$ cat config.mk
export PLATFORM = sky130hd
export DESIGN_NAME = coef_bank
export DESIGN_NICKNAME = d
export VERILOG_FILES = /design/src/source/conv_data_pkg.sv /design/src/source/conv_ctrl_pkg.sv /design/src/source/coef_bank.sv
export VERILOG_INCLUDE_DIRS = /design/src
export SDC_FILE = /design/constraint.sdc
export NUM_CORES = 2
export LEC_CHECK = 0
export ABC_AREA = 1
export BUFFER_PORTS_ARGS = -buffer_cell sky130_fd_sc_hd__buf_2
export CORE_AREA = 4 4 470 472
export CTS_CLUSTER_DIAMETER = 150
export CTS_CLUSTER_SIZE = 12
export DETAILED_ROUTE_END_ITERATION = 8
export DIE_AREA = 0 0 474 476
export GPL_TIMING_DRIVEN = 0
export PLACE_DENSITY = 0.4
export SKIP_LAST_GASP = 1
export SLEW_MARGIN = 25
export SYNTH_ARGS = -nofsm -noshare
export SYNTH_HDL_FRONTEND = slang
export SYNTH_SLANG_ARGS = --single-unit
$ cat constraint.sdc
create_clock -name clk -period 44.5 [get_ports clk]
set_input_delay 4.45 -clock clk [delete_from_list [all_inputs] [get_ports clk]]
set_output_delay 4.45 -clock clk [all_outputs]
set_load 0.01 [all_outputs]
$ cat src/conv_settings.svh
// Sizing macros for the convolution engine, pulled in by the packages and RTL files.
`ifndef CONV_SETTINGS_SVH
`define CONV_SETTINGS_SVH

// ------------------------------
// window geometry
// ------------------------------
`define CONV_ROWS       7
`define CONV_COLS       5
`define CONV_TAPS       (`CONV_ROWS * `CONV_COLS)

// ------------------------------
// datapath widths
// ------------------------------
`define SAMPLE_WIDTH    40
`define COEF_WIDTH      33
`define PRODUCT_WIDTH   (`SAMPLE_WIDTH + `COEF_WIDTH)
`define ACC_WIDTH       80      // room for 35 products plus carries.
`define ROUND_SHIFT     25
`define RESULT_WIDTH    45

`define FIFO_DEPTH      8       // output buffer entries.

`endif

$ cat src/source/conv_data_pkg.sv
// Value types of the convolution datapath, imported by every RTL block and the checker.
`include "conv_settings.svh"

package conv_data_pkg;

    // scalar values, all two's complement.
    typedef logic signed [`SAMPLE_WIDTH-1:0]  sample_t;
    typedef logic signed [`COEF_WIDTH-1:0]    coef_t;
    typedef logic signed [`PRODUCT_WIDTH-1:0] product_t;
    typedef logic signed [`ACC_WIDTH-1:0]     acc_t;
    typedef logic signed [`RESULT_WIDTH-1:0]  result_t;

    // ------------------------------
    // whole-window bundles
    // ------------------------------
    // tap index is row * CONV_COLS + column.
    typedef sample_t  [`CONV_TAPS-1:0] sample_window_t;
    typedef coef_t    [`CONV_TAPS-1:0] coef_set_t;
    typedef product_t [`CONV_TAPS-1:0] product_set_t;

endpackage

$ cat src/source/conv_ctrl_pkg.sv
// Address and pointer types for coefficient writes and the output FIFO.
`include "conv_settings.svh"

package conv_ctrl_pkg;

    // addresses past the last tap are ignored.
    typedef logic [$clog2(`CONV_TAPS)-1:0] tap_addr_t;

    typedef logic [$clog2(`FIFO_DEPTH)-1:0] fifo_ptr_t;

endpackage

$ cat src/source/coef_bank.sv
// Coefficient store for the convolution taps, loaded one tap per write strobe on ca/cd/cw.
`timescale 1ns/10ps
`include "conv_settings.svh"

module coef_bank (
    input  logic                     clk,
    input  logic                     reset,
    input  conv_ctrl_pkg::tap_addr_t ca,
    input  conv_data_pkg::coef_t     cd,
    input  logic                     cw,
    output conv_data_pkg::coef_set_t coefs
);
    import conv_data_pkg::*;
    import conv_ctrl_pkg::*;

    logic [`CONV_TAPS-1:0] tap_sel;   // one-hot write decode.

    for (genvar t = 0; t < `CONV_TAPS; t++) begin : g_tap
        coef_t coef_q;

        // out of range addresses match no tap.
        assign tap_sel[t] = cw && (ca == tap_addr_t'(t));

        always_ff @(posedge clk or posedge reset) begin
            if (reset) begin
                coef_q <= '0;
            end else if (tap_sel[t]) begin
                coef_q <= cd;
            end
        end

        assign coefs[t] = coef_q;
    end

endmodule

==> results.md <==
- The cell area after technology mapping is 45400 µm².
- At the pin with the least slew margin, the transition time is 1.10 ns.
- The filler cells instantiated in the layout total 23800.
- Once layout is done, the placed cells without fillers occupy 58600 µm².
- The number of global-route vias before repair was 41300.
- The portion of the post-synthesis area used by sequential elements is 63.7%.
- The maximum number of buffers from clock root to sink is 3.
- The relative max-transition margin is 26.8%.
- The initial antenna violation count is 50.
- The final critical delay including setup and external delays is 6.85 ns.
- The cell seen most often among critical-path stages is buf_16.
- Setup violations remaining at the end of the flow were counted as 0.
- The cell area after placement is roughly 56000 µm².
- g_tap.coef_q holds more flip-flops than any other register.
- Data arrives at the worst endpoint at 7.72 ns.
- The register with the most flip-flops in the layout has 1155 of them.
- The post-detailed-route via-to-cell ratio is ~4.5.
- For this run, the number of Yosys warnings is 0.
- Summed over all layers, the routed wires come to about 280 mm.
- The start point of the critical path is reset.
- The flow ran to the end, and the final reports show no timing, DRC or antenna violations.
- The worst register-to-register path has a depth of 2.
- The number of placement rows is 171.
- For the worst-skew pair, the clock arrives at the later sink with an insertion delay of between 0.7 and 0.8 ns.
- The setup path with the least slack is of type input port to asynchronous set/reset pin.
- The worst hold path belongs to the class flop to flop.
- The first global-routing pass estimated approximately 370 mm of wire.
- The highest clock frequency the design can meet is about 150 MHz.
- Entering global routing, the biggest net connects 95 pins.
- The endpoint of the worst register-to-register path is g_tap[32].coef_q[11]$_DFFE_PP0P_.
- The library cells used most frequently in the layout, excluding fill and tap cells, are nand2_1, buf_2, dfrtp_1.
- The total of max-cap violations is 0.
- The critical-path cell with the highest stage delay is buf_16.
- In the routed design, unresolved DRC markers number 0.
- A synthesized cell averages 8.77 µm².
- The initial cell density of the core is 20.9%.
- In this run the worst path has a maximum fanout of 94.
- The most frequent standard cell in the layout excluding fill and tap cells is nand2_1.
- The share of final-layout standard cells stronger than drive strength 1 is 24.2%.
- In this run the post-CTS setup repair buffer count came out at 0.
- The number of nets at the end of the flow is 6518.
- The setup TNS is 0 ns.
- The clock tree synthesis step divided the H-tree into 3 levels.
- The final count of pins violating max slew is 0.
- The post-cts sizing count is 0.
- The post-route antenna net violation count is 0.
- Summing over every cut layer, the via total after detailed routing is 42500.
- Synthesis produced a netlist with a net count of 5211.
- The die height is 476 µm.
- The first routing iteration left around 3800 violations.
- The final count of hold timing violations was 0.
- Setup repair after global routing left no endpoint under its margin.
- The TritonCTS clock tree is yes.
- The number of port buffers is 1163.
- Summed over all layers, the global routing overflow is 0.
- The number of clock buffers added by TritonCTS is 106.
- Prior to clock tree synthesis, the placed netlist has a worst setup slack of 36.67 ns.
- The setup clock skew after layout is 0 ns.
- The clock input transition at the sequential cells of the worst setup and hold paths is around 0.06 ns.
- The global placer's final weighted congestion is 0.839.
- The number of search-and-repair iterations in the first detailed-routing pass is 5.
- After detailed routing, the average wire length per cell comes to 30.1 µm.
- In this run the power density over the cells is 45.4 nW/µm².
- The synthesis-stage register bit count is 1155.
- In this run the register-to-register setup slack is 43.76 ns.
- The biggest cell delay along the critical path is 0.41 ns.
- The nature of the critical path endpoint is an asynchronous set/reset pin.
- STA classifies the critical path startpoint as an input port.
- The startpoint of the worst register-to-register path is g_tap[32].coef_q[11]$_DFFE_PP0P_.
- The number of hold-repair buffers added at the cts stage is 0.
- The number of library cell types mapped by synthesis is 11.
- The count of boundary I/O pins is 1197.
- The leakage component of the power is between 30 and 40 nW.
- The total global routing track utilization is approximately a quarter.
- Once detailed placement completed, the half-perimeter wirelength came to 213 mm.
- In this run the standard cell core region covers 217000 µm².
- From synthesis to final layout, the design area changed by 29.3%.
- The most critical setup path has its endpoint at g_tap[3].coef_q[30]$_DFFE_PP0P_.
- Of the available clock period, the critical path in the final layout requires 15.4%.
- Counting every sink on the clock net gives approximately 1200.
- Traced cell by cell, the critical path runs through buf_2 -> inv_8 -> buf_16 -> buf_16 -> buf_16 -> buf_16 -> buf_16 -> buf_16 -> buf_16.
- Setup slack on the critical path of the routed design comes to approximately 38 ns.
- The root buffer cell chosen for the clock tree is clkbuf_16.
- The die covers 226000 µm².
- The die boundary width is ~470 µm.
- Synthesis produced 5169 cells.
- The endpoint required time on the critical path is approximately 45 ns.
- The worst IR drop on VDD is 0.0000285 V.
- The largest registers in the layout are g_tap.coef_q x1155.
## cells in the mapped netlist
cell / n / share of area (%)
inv_2: 4 / 0.033
buf_1: 39 / 0.32
buf_2: 168 / 1.9
nor2_1: 24 / 0.20
nor2_2: 2 / 0.028
inv_1: 7 / 0.058
nand3_1: 927 / 10
buf_4: 3 / 0.050
nand2_1: 2588 / 21
clkbuf_1: 252 / 2.1
dfrtp_1: 1155 / 64
## through the flow
step	power [mW]	utilization [%]	cells	hold WS, ns
after global routing	2.78	27.1	9347	0.477
after CTS	2.70	27.1	9339	0.469
after detailed placement	1.82	25.7	9222	0.453
final	2.66	27.1	9361	0.465
after global placement	1.81	25.3	9186	0.451
after floorplan	1.49	-	5169	0.509
## critical path, delay by kind of cell
| kind | cells | cell delay (ns) |
|---|---|---|
| buffers and inverters | 9 | 2.87 |
## cell type report
cell class              count  area [µm²]  area share [%]
multi-input cells        3541       14500            24.7
clock inverters             7         123           0.209
inverters                  11        48.8          0.0832
repair buffers           1199        6690            11.4
flip-flops and latches   1155       28900            49.3
clock buffers             110        2720            4.64
well taps                2854        3570            6.09
diodes                     22        55.1          0.0939
plain buffers             462        2040            3.48
## worst min path at each step
stage                                          start                                to  slack [ns]  depth (start not counted)
floorplan             g_tap[0].coef_q[0]$_DFFE_PP0P_    g_tap[0].coef_q[0]$_DFFE_PP0P_        0.51                          2
CTS                  g_tap[27].coef_q[9]$_DFFE_PP0P_   g_tap[27].coef_q[9]$_DFFE_PP0P_        0.47                          2
global placement    g_tap[14].coef_q[26]$_DFFE_PP0P_  g_tap[14].coef_q[26]$_DFFE_PP0P_        0.45                          2
finish               g_tap[9].coef_q[26]$_DFFE_PP0P_   g_tap[9].coef_q[26]$_DFFE_PP0P_        0.46                          2
global route        g_tap[13].coef_q[12]$_DFFE_PP0P_  g_tap[13].coef_q[12]$_DFFE_PP0P_        0.48                          2
detailed placement   g_tap[27].coef_q[9]$_DFFE_PP0P_   g_tap[27].coef_q[9]$_DFFE_PP0P_        0.45                          2
## routing by layer
layer	GRT usage (%)	part of all wire [%]	vias up
li1	-	-	18800
met1	30.7	41	21500
met2	39.3	46	1848
met3	7.04	9.3	327
met4	8.34	3.8	4
met5	0	0.0096	-
## cells by family (layout without fill, tap and decap cells)
logic type | after synthesis | count (layout) | share of synthesized area, %
flip-flops | 1155 | 1155 | 63.7
other | 0 | 22 | 0
buffers and inverters | 473 | 1789 | 4.40
AND/OR/NAND/NOR | 3541 | 3541 | 31.9
## where the power goes
part / total, mW / switching [mW] / internal, mW
sequential: 1.27 / 0.0858 / 1.19
clock: 0.867 / 0.436 / 0.431
combinational: 0.523 / 0.365 / 0.158
total: 2.66 / 0.886 / 1.78
No activity file was read; power rests on OpenSTA's default activity.
