<file path="src/conv_settings.svh">
// Sizing macros for the convolution engine, pulled in by the packages and RTL files.
`ifndef CONV_SETTINGS_SVH
`define CONV_SETTINGS_SVH

// ------------------------------
// window geometry
// ------------------------------
`define CONV_ROWS       7
`define CONV_COLS       5
`define CONV_TAPS       (`CONV_ROWS * `CONV_COLS)

// ------------------------------
// datapath widths
// ------------------------------
`define SAMPLE_WIDTH    40
`define COEF_WIDTH      33
`define PRODUCT_WIDTH   (`SAMPLE_WIDTH + `COEF_WIDTH)
`define ACC_WIDTH       80      // room for 35 products plus carries.
`define ROUND_SHIFT     25
`define RESULT_WIDTH    45

`define FIFO_DEPTH      8       // output buffer entries.

`endif

</file>
<file path="src/source/conv_data_pkg.sv">
// Value types of the convolution datapath, imported by every RTL block and the checker.
`include "conv_settings.svh"

package conv_data_pkg;

    // scalar values, all two's complement.
    typedef logic signed [`SAMPLE_WIDTH-1:0]  sample_t;
    typedef logic signed [`COEF_WIDTH-1:0]    coef_t;
    typedef logic signed [`PRODUCT_WIDTH-1:0] product_t;
    typedef logic signed [`ACC_WIDTH-1:0]     acc_t;
    typedef logic signed [`RESULT_WIDTH-1:0]  result_t;

    // ------------------------------
    // whole-window bundles
    // ------------------------------
    // tap index is row * CONV_COLS + column.
    typedef sample_t  [`CONV_TAPS-1:0] sample_window_t;
    typedef coef_t    [`CONV_TAPS-1:0] coef_set_t;
    typedef product_t [`CONV_TAPS-1:0] product_set_t;

endpackage

</file>
<file path="src/source/conv_ctrl_pkg.sv">
// Address and pointer types for coefficient writes and the output FIFO.
`include "conv_settings.svh"

package conv_ctrl_pkg;

    // addresses past the last tap are ignored.
    typedef logic [$clog2(`CONV_TAPS)-1:0] tap_addr_t;

    typedef logic [$clog2(`FIFO_DEPTH)-1:0] fifo_ptr_t;

endpackage

</file>
<file path="src/source/result_fifo.sv">
// Output buffer for results, presented to the consumer over the pushout/stopout handshake.
`timescale 1ns/10ps
`include "conv_settings.svh"

module result_fifo #(
    parameter int DEPTH = `FIFO_DEPTH
) (
    input  logic                   clk,
    input  logic                   reset,
    input  conv_data_pkg::result_t result,
    input  logic                   result_valid,
    input  logic                   stopout,
    output logic                   pushout,
    output conv_data_pkg::result_t res
);
    import conv_data_pkg::*;
    import conv_ctrl_pkg::*;

    localparam int COUNT_WIDTH = $clog2(DEPTH + 1);

    result_t                mem [DEPTH];
    fifo_ptr_t              wr_ptr;
    fifo_ptr_t              rd_ptr;
    logic [COUNT_WIDTH-1:0] count;
    logic                   full;
    logic                   wr_en;
    logic                   rd_en;

    function automatic fifo_ptr_t next_ptr(input fifo_ptr_t ptr);
        if (ptr == fifo_ptr_t'(DEPTH - 1)) begin
            return '0;
        end
        return ptr + 1'b1;
    endfunction

    assign full    = (count == COUNT_WIDTH'(DEPTH));
    assign pushout = (count != '0);
    assign wr_en   = result_valid && !full;    // overflow is dropped.
    assign rd_en   = pushout && !stopout;
    assign res     = mem[rd_ptr];

    // ------------------------------
    // storage
    // ------------------------------
    always_ff @(posedge clk) begin
        if (wr_en) begin
            mem[wr_ptr] <= result;
        end
    end

    // ------------------------------
    // pointers and occupancy
    // ------------------------------
    always_ff @(posedge clk or posedge reset) begin
        if (reset) begin
            wr_ptr <= '0;
            rd_ptr <= '0;
            count  <= '0;
        end else begin
            if (wr_en) wr_ptr <= next_ptr(wr_ptr);
            if (rd_en) rd_ptr <= next_ptr(rd_ptr);
            case ({wr_en, rd_en})
                2'b10:   count <= count + 1'b1;
                2'b01:   count <= count - 1'b1;
                default: count <= count;   // idle, or read and write together.
            endcase
        end
    end

endmodule

</file>
<file path="config.mk">
export PLATFORM = sky130hd
export DESIGN_NAME = result_fifo
export DESIGN_NICKNAME = d
export VERILOG_FILES = /design/src/source/conv_data_pkg.sv /design/src/source/conv_ctrl_pkg.sv /design/src/source/result_fifo.sv
export VERILOG_INCLUDE_DIRS = /design/src
export SDC_FILE = /design/constraint.sdc
export NUM_CORES = 1
export LEC_CHECK = 0
export BUFFER_PORTS_ARGS = -buffer_cell sky130_fd_sc_hd__buf_2
export CORE_ASPECT_RATIO = 1.5
export CORE_MARGIN = 8
export CORE_UTILIZATION = 55
export CTS_CLUSTER_DIAMETER = 100
export DETAILED_ROUTE_END_ITERATION = 8
export GPL_ROUTABILITY_DRIVEN = 0
export PLACE_DENSITY = 0.71
export SLEW_MARGIN = 20
export SYNTH_ARGS = -nofsm -noshare
export SYNTH_HDL_FRONTEND = slang
export SYNTH_SLANG_ARGS = --single-unit
</file>
<file path="constraint.sdc">
create_clock -name clk -period 12 [get_ports clk]
set_clock_uncertainty 0.15 [all_clocks]
set_input_delay 2.4 -clock clk [delete_from_list [all_inputs] [get_ports clk]]
set_output_delay 2.4 -clock clk [all_outputs]
set_load 0.01 [all_outputs]
</file>
==> results.tsv <==
stage	metric	value	unit
run_status	status	completed	
die	initial core utilization	0.555	
worst_setup_path	Worst Path Max Fanout	56	
drt	Vias	6220	
clocking	CTS tree	yes	
yosys	Mapped Cells	587	
worst_setup_path	Setup crit start kind	flop	
yosys	Synth Area in Adders	0.00758	
global_routing	initial antenna violation count	0	
global_routing	GR Overflow Total	0	
worst_setup_path	Setup CP Type	reg -> out	
placement	Area after DPL	15100	µm²
yosys	post-synthesis compound-gate area fraction	0.00414	
die	full die area	31300	µm²
yosys	register bit total from synthesis	370	
clocking	CTS clock-pin slew for the worst setup and hold paths	0.06	ns
finish	Final Cell Area	16200	µm²
drt	DR pass1 iterations	5	
drt	routed vias/inst	5.86	
finish	ant diodes	0	
drt	WL per Instance	25.2	µm
sta	final slew viol count	0	
sta	final hold violation count	0	
worst_setup_path	Critical Path Source	rd_ptr[0]	
run	Max-Cap Viols	0	
clocking	post-CTS sizing	0	
sta	Fin Hold WS	0.412	ns
sta	min cycle time layout	5.80	ns
clocking	# hold bufs at CTS	0	
global_routing	first-pass GRT wire length	41100	µm
yosys	largest family of logic cells by synthesized area	multiplexers	
sta	slew margin rel.	0.450	
finish	final cell count without fillers	1061	
global_routing	vias in the first global route	6893	
yosys	Synth top area share	0.761	
yosys	ranking of synthesized cells by area	edfxtp_1 76%, mux4_2 14%, mux2_2 4.1%	
hold_path	class of the worst hold path	reg -> reg	
die	chip width	147	µm
finish	Syn-to-layout area delta	14.2	%
power_and_ir_drop	Pwr Density	246	nW/µm²
placement	placed cell count	999	
yosys	Syn Area/Cell	24.2	µm²
finish	register area	11100	µm²
yosys	simple-gate share of the synthesized area	0.0104	
sta	unrepaired setup endpoints after global routing	false	
yosys	Yosys top cell by area	edfxtp_1	
placement	hpwl dp	14300	µm
die	I/O Pins	95	
worst_setup_path	worst r2r src	count[0]	
die	Core Area	25600	µm²
finish	Layout Nets	760	
clocking	H-tree levels	2	
worst_setup_path	r2r setup slk	9.10	ns
yosys	synth unique cells	33	
drt	DRC viols	0	
power_and_ir_drop	VDD IR max	0.169	mV
global_routing	GR Util All Layers	0.175	
worst_setup_path	Worst EP arrival	3.25	ns
die	row cnt	72	
yosys	Seq/Total Area, Yosys	0.779	
drt	Iter 0 DRT Violations	444	
placement	port bufs	94	
worst_setup_path	Reg-to-Reg End	count[3]	
clocking	root buffer cell	clkbuf_16	
yosys	number of synthesized flops with an enable pin	360	
worst_setup_path	Setup crit end kind	primary output	
yosys	xor-xnor portion of the synthesized cell area	0.00123	
yosys	synthesized net count	644	
clocking	Worst-Skew Late Latency	0.51	ns
drt	Final ANT Viol Nets	0	
clocking	CTS Buffer Depth	3	
finish	# fillers	1723	
worst_setup_path	crit path to	res[7]	
yosys	Yosys warnings	0	
finish	layout cells sized above 1	0.423	
yosys	Synth Flop Type	edfxtp_1	
sta	fin crit share	0.483	
clocking	# Post-CTS Setup Buffers	0	
power_and_ir_drop	static leakage	5.31	nW
worst_setup_path	CP required	9.45	ns
global_routing	largest net degree at the start of global routing	57	
drt	final WL	26700	µm
yosys	Post-Syn Area	14200	µm²
yosys	Async SR Flop Fraction	0.0270	
sta	top achievable clock speed	172	MHz
sta	Fin Setup TNS	0	ns
clocking	clk sinks	370	
sta	Worst Tran Pin Value	0.824	ns
sta	Final setup viols	0	
clocking	total CTS buffers	35	
finish	Multi-input gate area	3000	µm²
die	overall die height	213	µm
yosys	mux cell area share after synthesis	0.185	
worst_setup_path	R2R cell count	7	
-- final cells by class --
| type | count | area share |
|---|---|---|
| clock buffer | 47 | 0.0613 |
| multi-input combinational | 186 | 0.185 |
| timing repair buffer | 105 | 0.0343 |
| clock inverter | 15 | 0.00934 |
| inverter | 5 | 0.00116 |
| sequential | 370 | 0.683 |
| tap | 333 | 0.0257 |
-- kinds of logic (layout without fill, tap and decap cells) --
logic type               Yosys count  in the layout
AND/OR/NAND/NOR                   25             25
buffers and inverters             31            172
multiplexers                     143            143
flip-flops                       370            370
adder cells (fa/ha/maj)            8              8
XOR/XNOR                           2              2
AO/OA/AOI/OAI                      8              8
-- layer usage --
metal	vias to the layer above	GRT usage	routed length (µm)
li1	2723	-	-
met1	3276	0.214	10200
met2	191	0.315	14500
met3	30	0.0324	1590
met4	0	0.0483	414
met5	-	0	0
-- synth_stat cells (2+ instances only) --
library cell and number:
buf_1 6, a21oi_1 2, buf_2 2, nor3b_1 3
dfrtp_1 10, buf_6 8, nand3_1 2, mux2_2 52
nand2b_1 2, inv_1 5, nor2_1 6, ha_1 7
mux4_2 90, nor3_1 4, nand2_1 2, edfxtp_1 360
clkbuf_1 9, o211ai_1 2
-- worst max-delay path: stages (launching register included) --
cell and delay, ns:
dfrtp_4 0.91, buf_6 0.71, mux4_2 0.61, mux2_2 0.29
buf_2 0.14
-- through the flow --
step / worst slack [ns] / total power, mW / utilization
2_1_floorplan: 4.50 / 2.58 / -
3_3_place_gp: 6.41 / 2.90 / 0.589
3_5_place_dp: 6.34 / 2.95 / 0.589
4_1_cts: 5.80 / 4.04 / 0.633
5_1_grt: 5.97 / 4.17 / 0.634
6_report: 6.20 / 3.98 / 0.634
-- where the power goes --
group	switching (mW)	internal [mW]	total (mW)
registers	0.139	1.63	1.77
clock network	0.442	0.646	1.09
logic	0.547	0.575	1.12
total	1.13	2.85	3.98
-- worst min-delay path by stage --
| stage | from | slack [ns] | endpoint | cells past startpoint |
|---|---|---|---|---|
| floorplan | count[2] | 0.35 | count[2] | 2 |
| global placement | count[2] | 0.38 | count[2] | 2 |
| detailed placement | count[2] | 0.41 | count[2] | 2 |
| CTS | count[2] | 0.42 | count[2] | 2 |
| global route | count[0] | 0.46 | count[0] | 1 |
| finish | count[2] | 0.41 | count[2] | 2 |
-- cell usage in the layout (no fill, tap or decap), types with 2 or more instances in the layout --
cell	n
nand3_1	2
buf_4	10
nor2_1	3
inv_1	5
mux4_2	90
bufinv_16	3
clkinv_1	8
ha_1	7
nor3b_1	3
clkbuf_16	37
dfrtp_4	2
nand2_1	2
buf_2	94
clkinv_2	3
nor3_2	4
dfrtp_1	7
nor2_4	3
edfxtp_1	360
clkbuf_8	3
clkbuf_1	7
a21oi_1	2
nand2b_1	2
o211ai_1	2
mux2_2	52
-- flip-flops by register name (all words and copies together) (netlist names) --
register,count
count,4
mem,360
rd_ptr,3
wr_ptr,3
No activity file was read; power rests on OpenSTA's default activity.
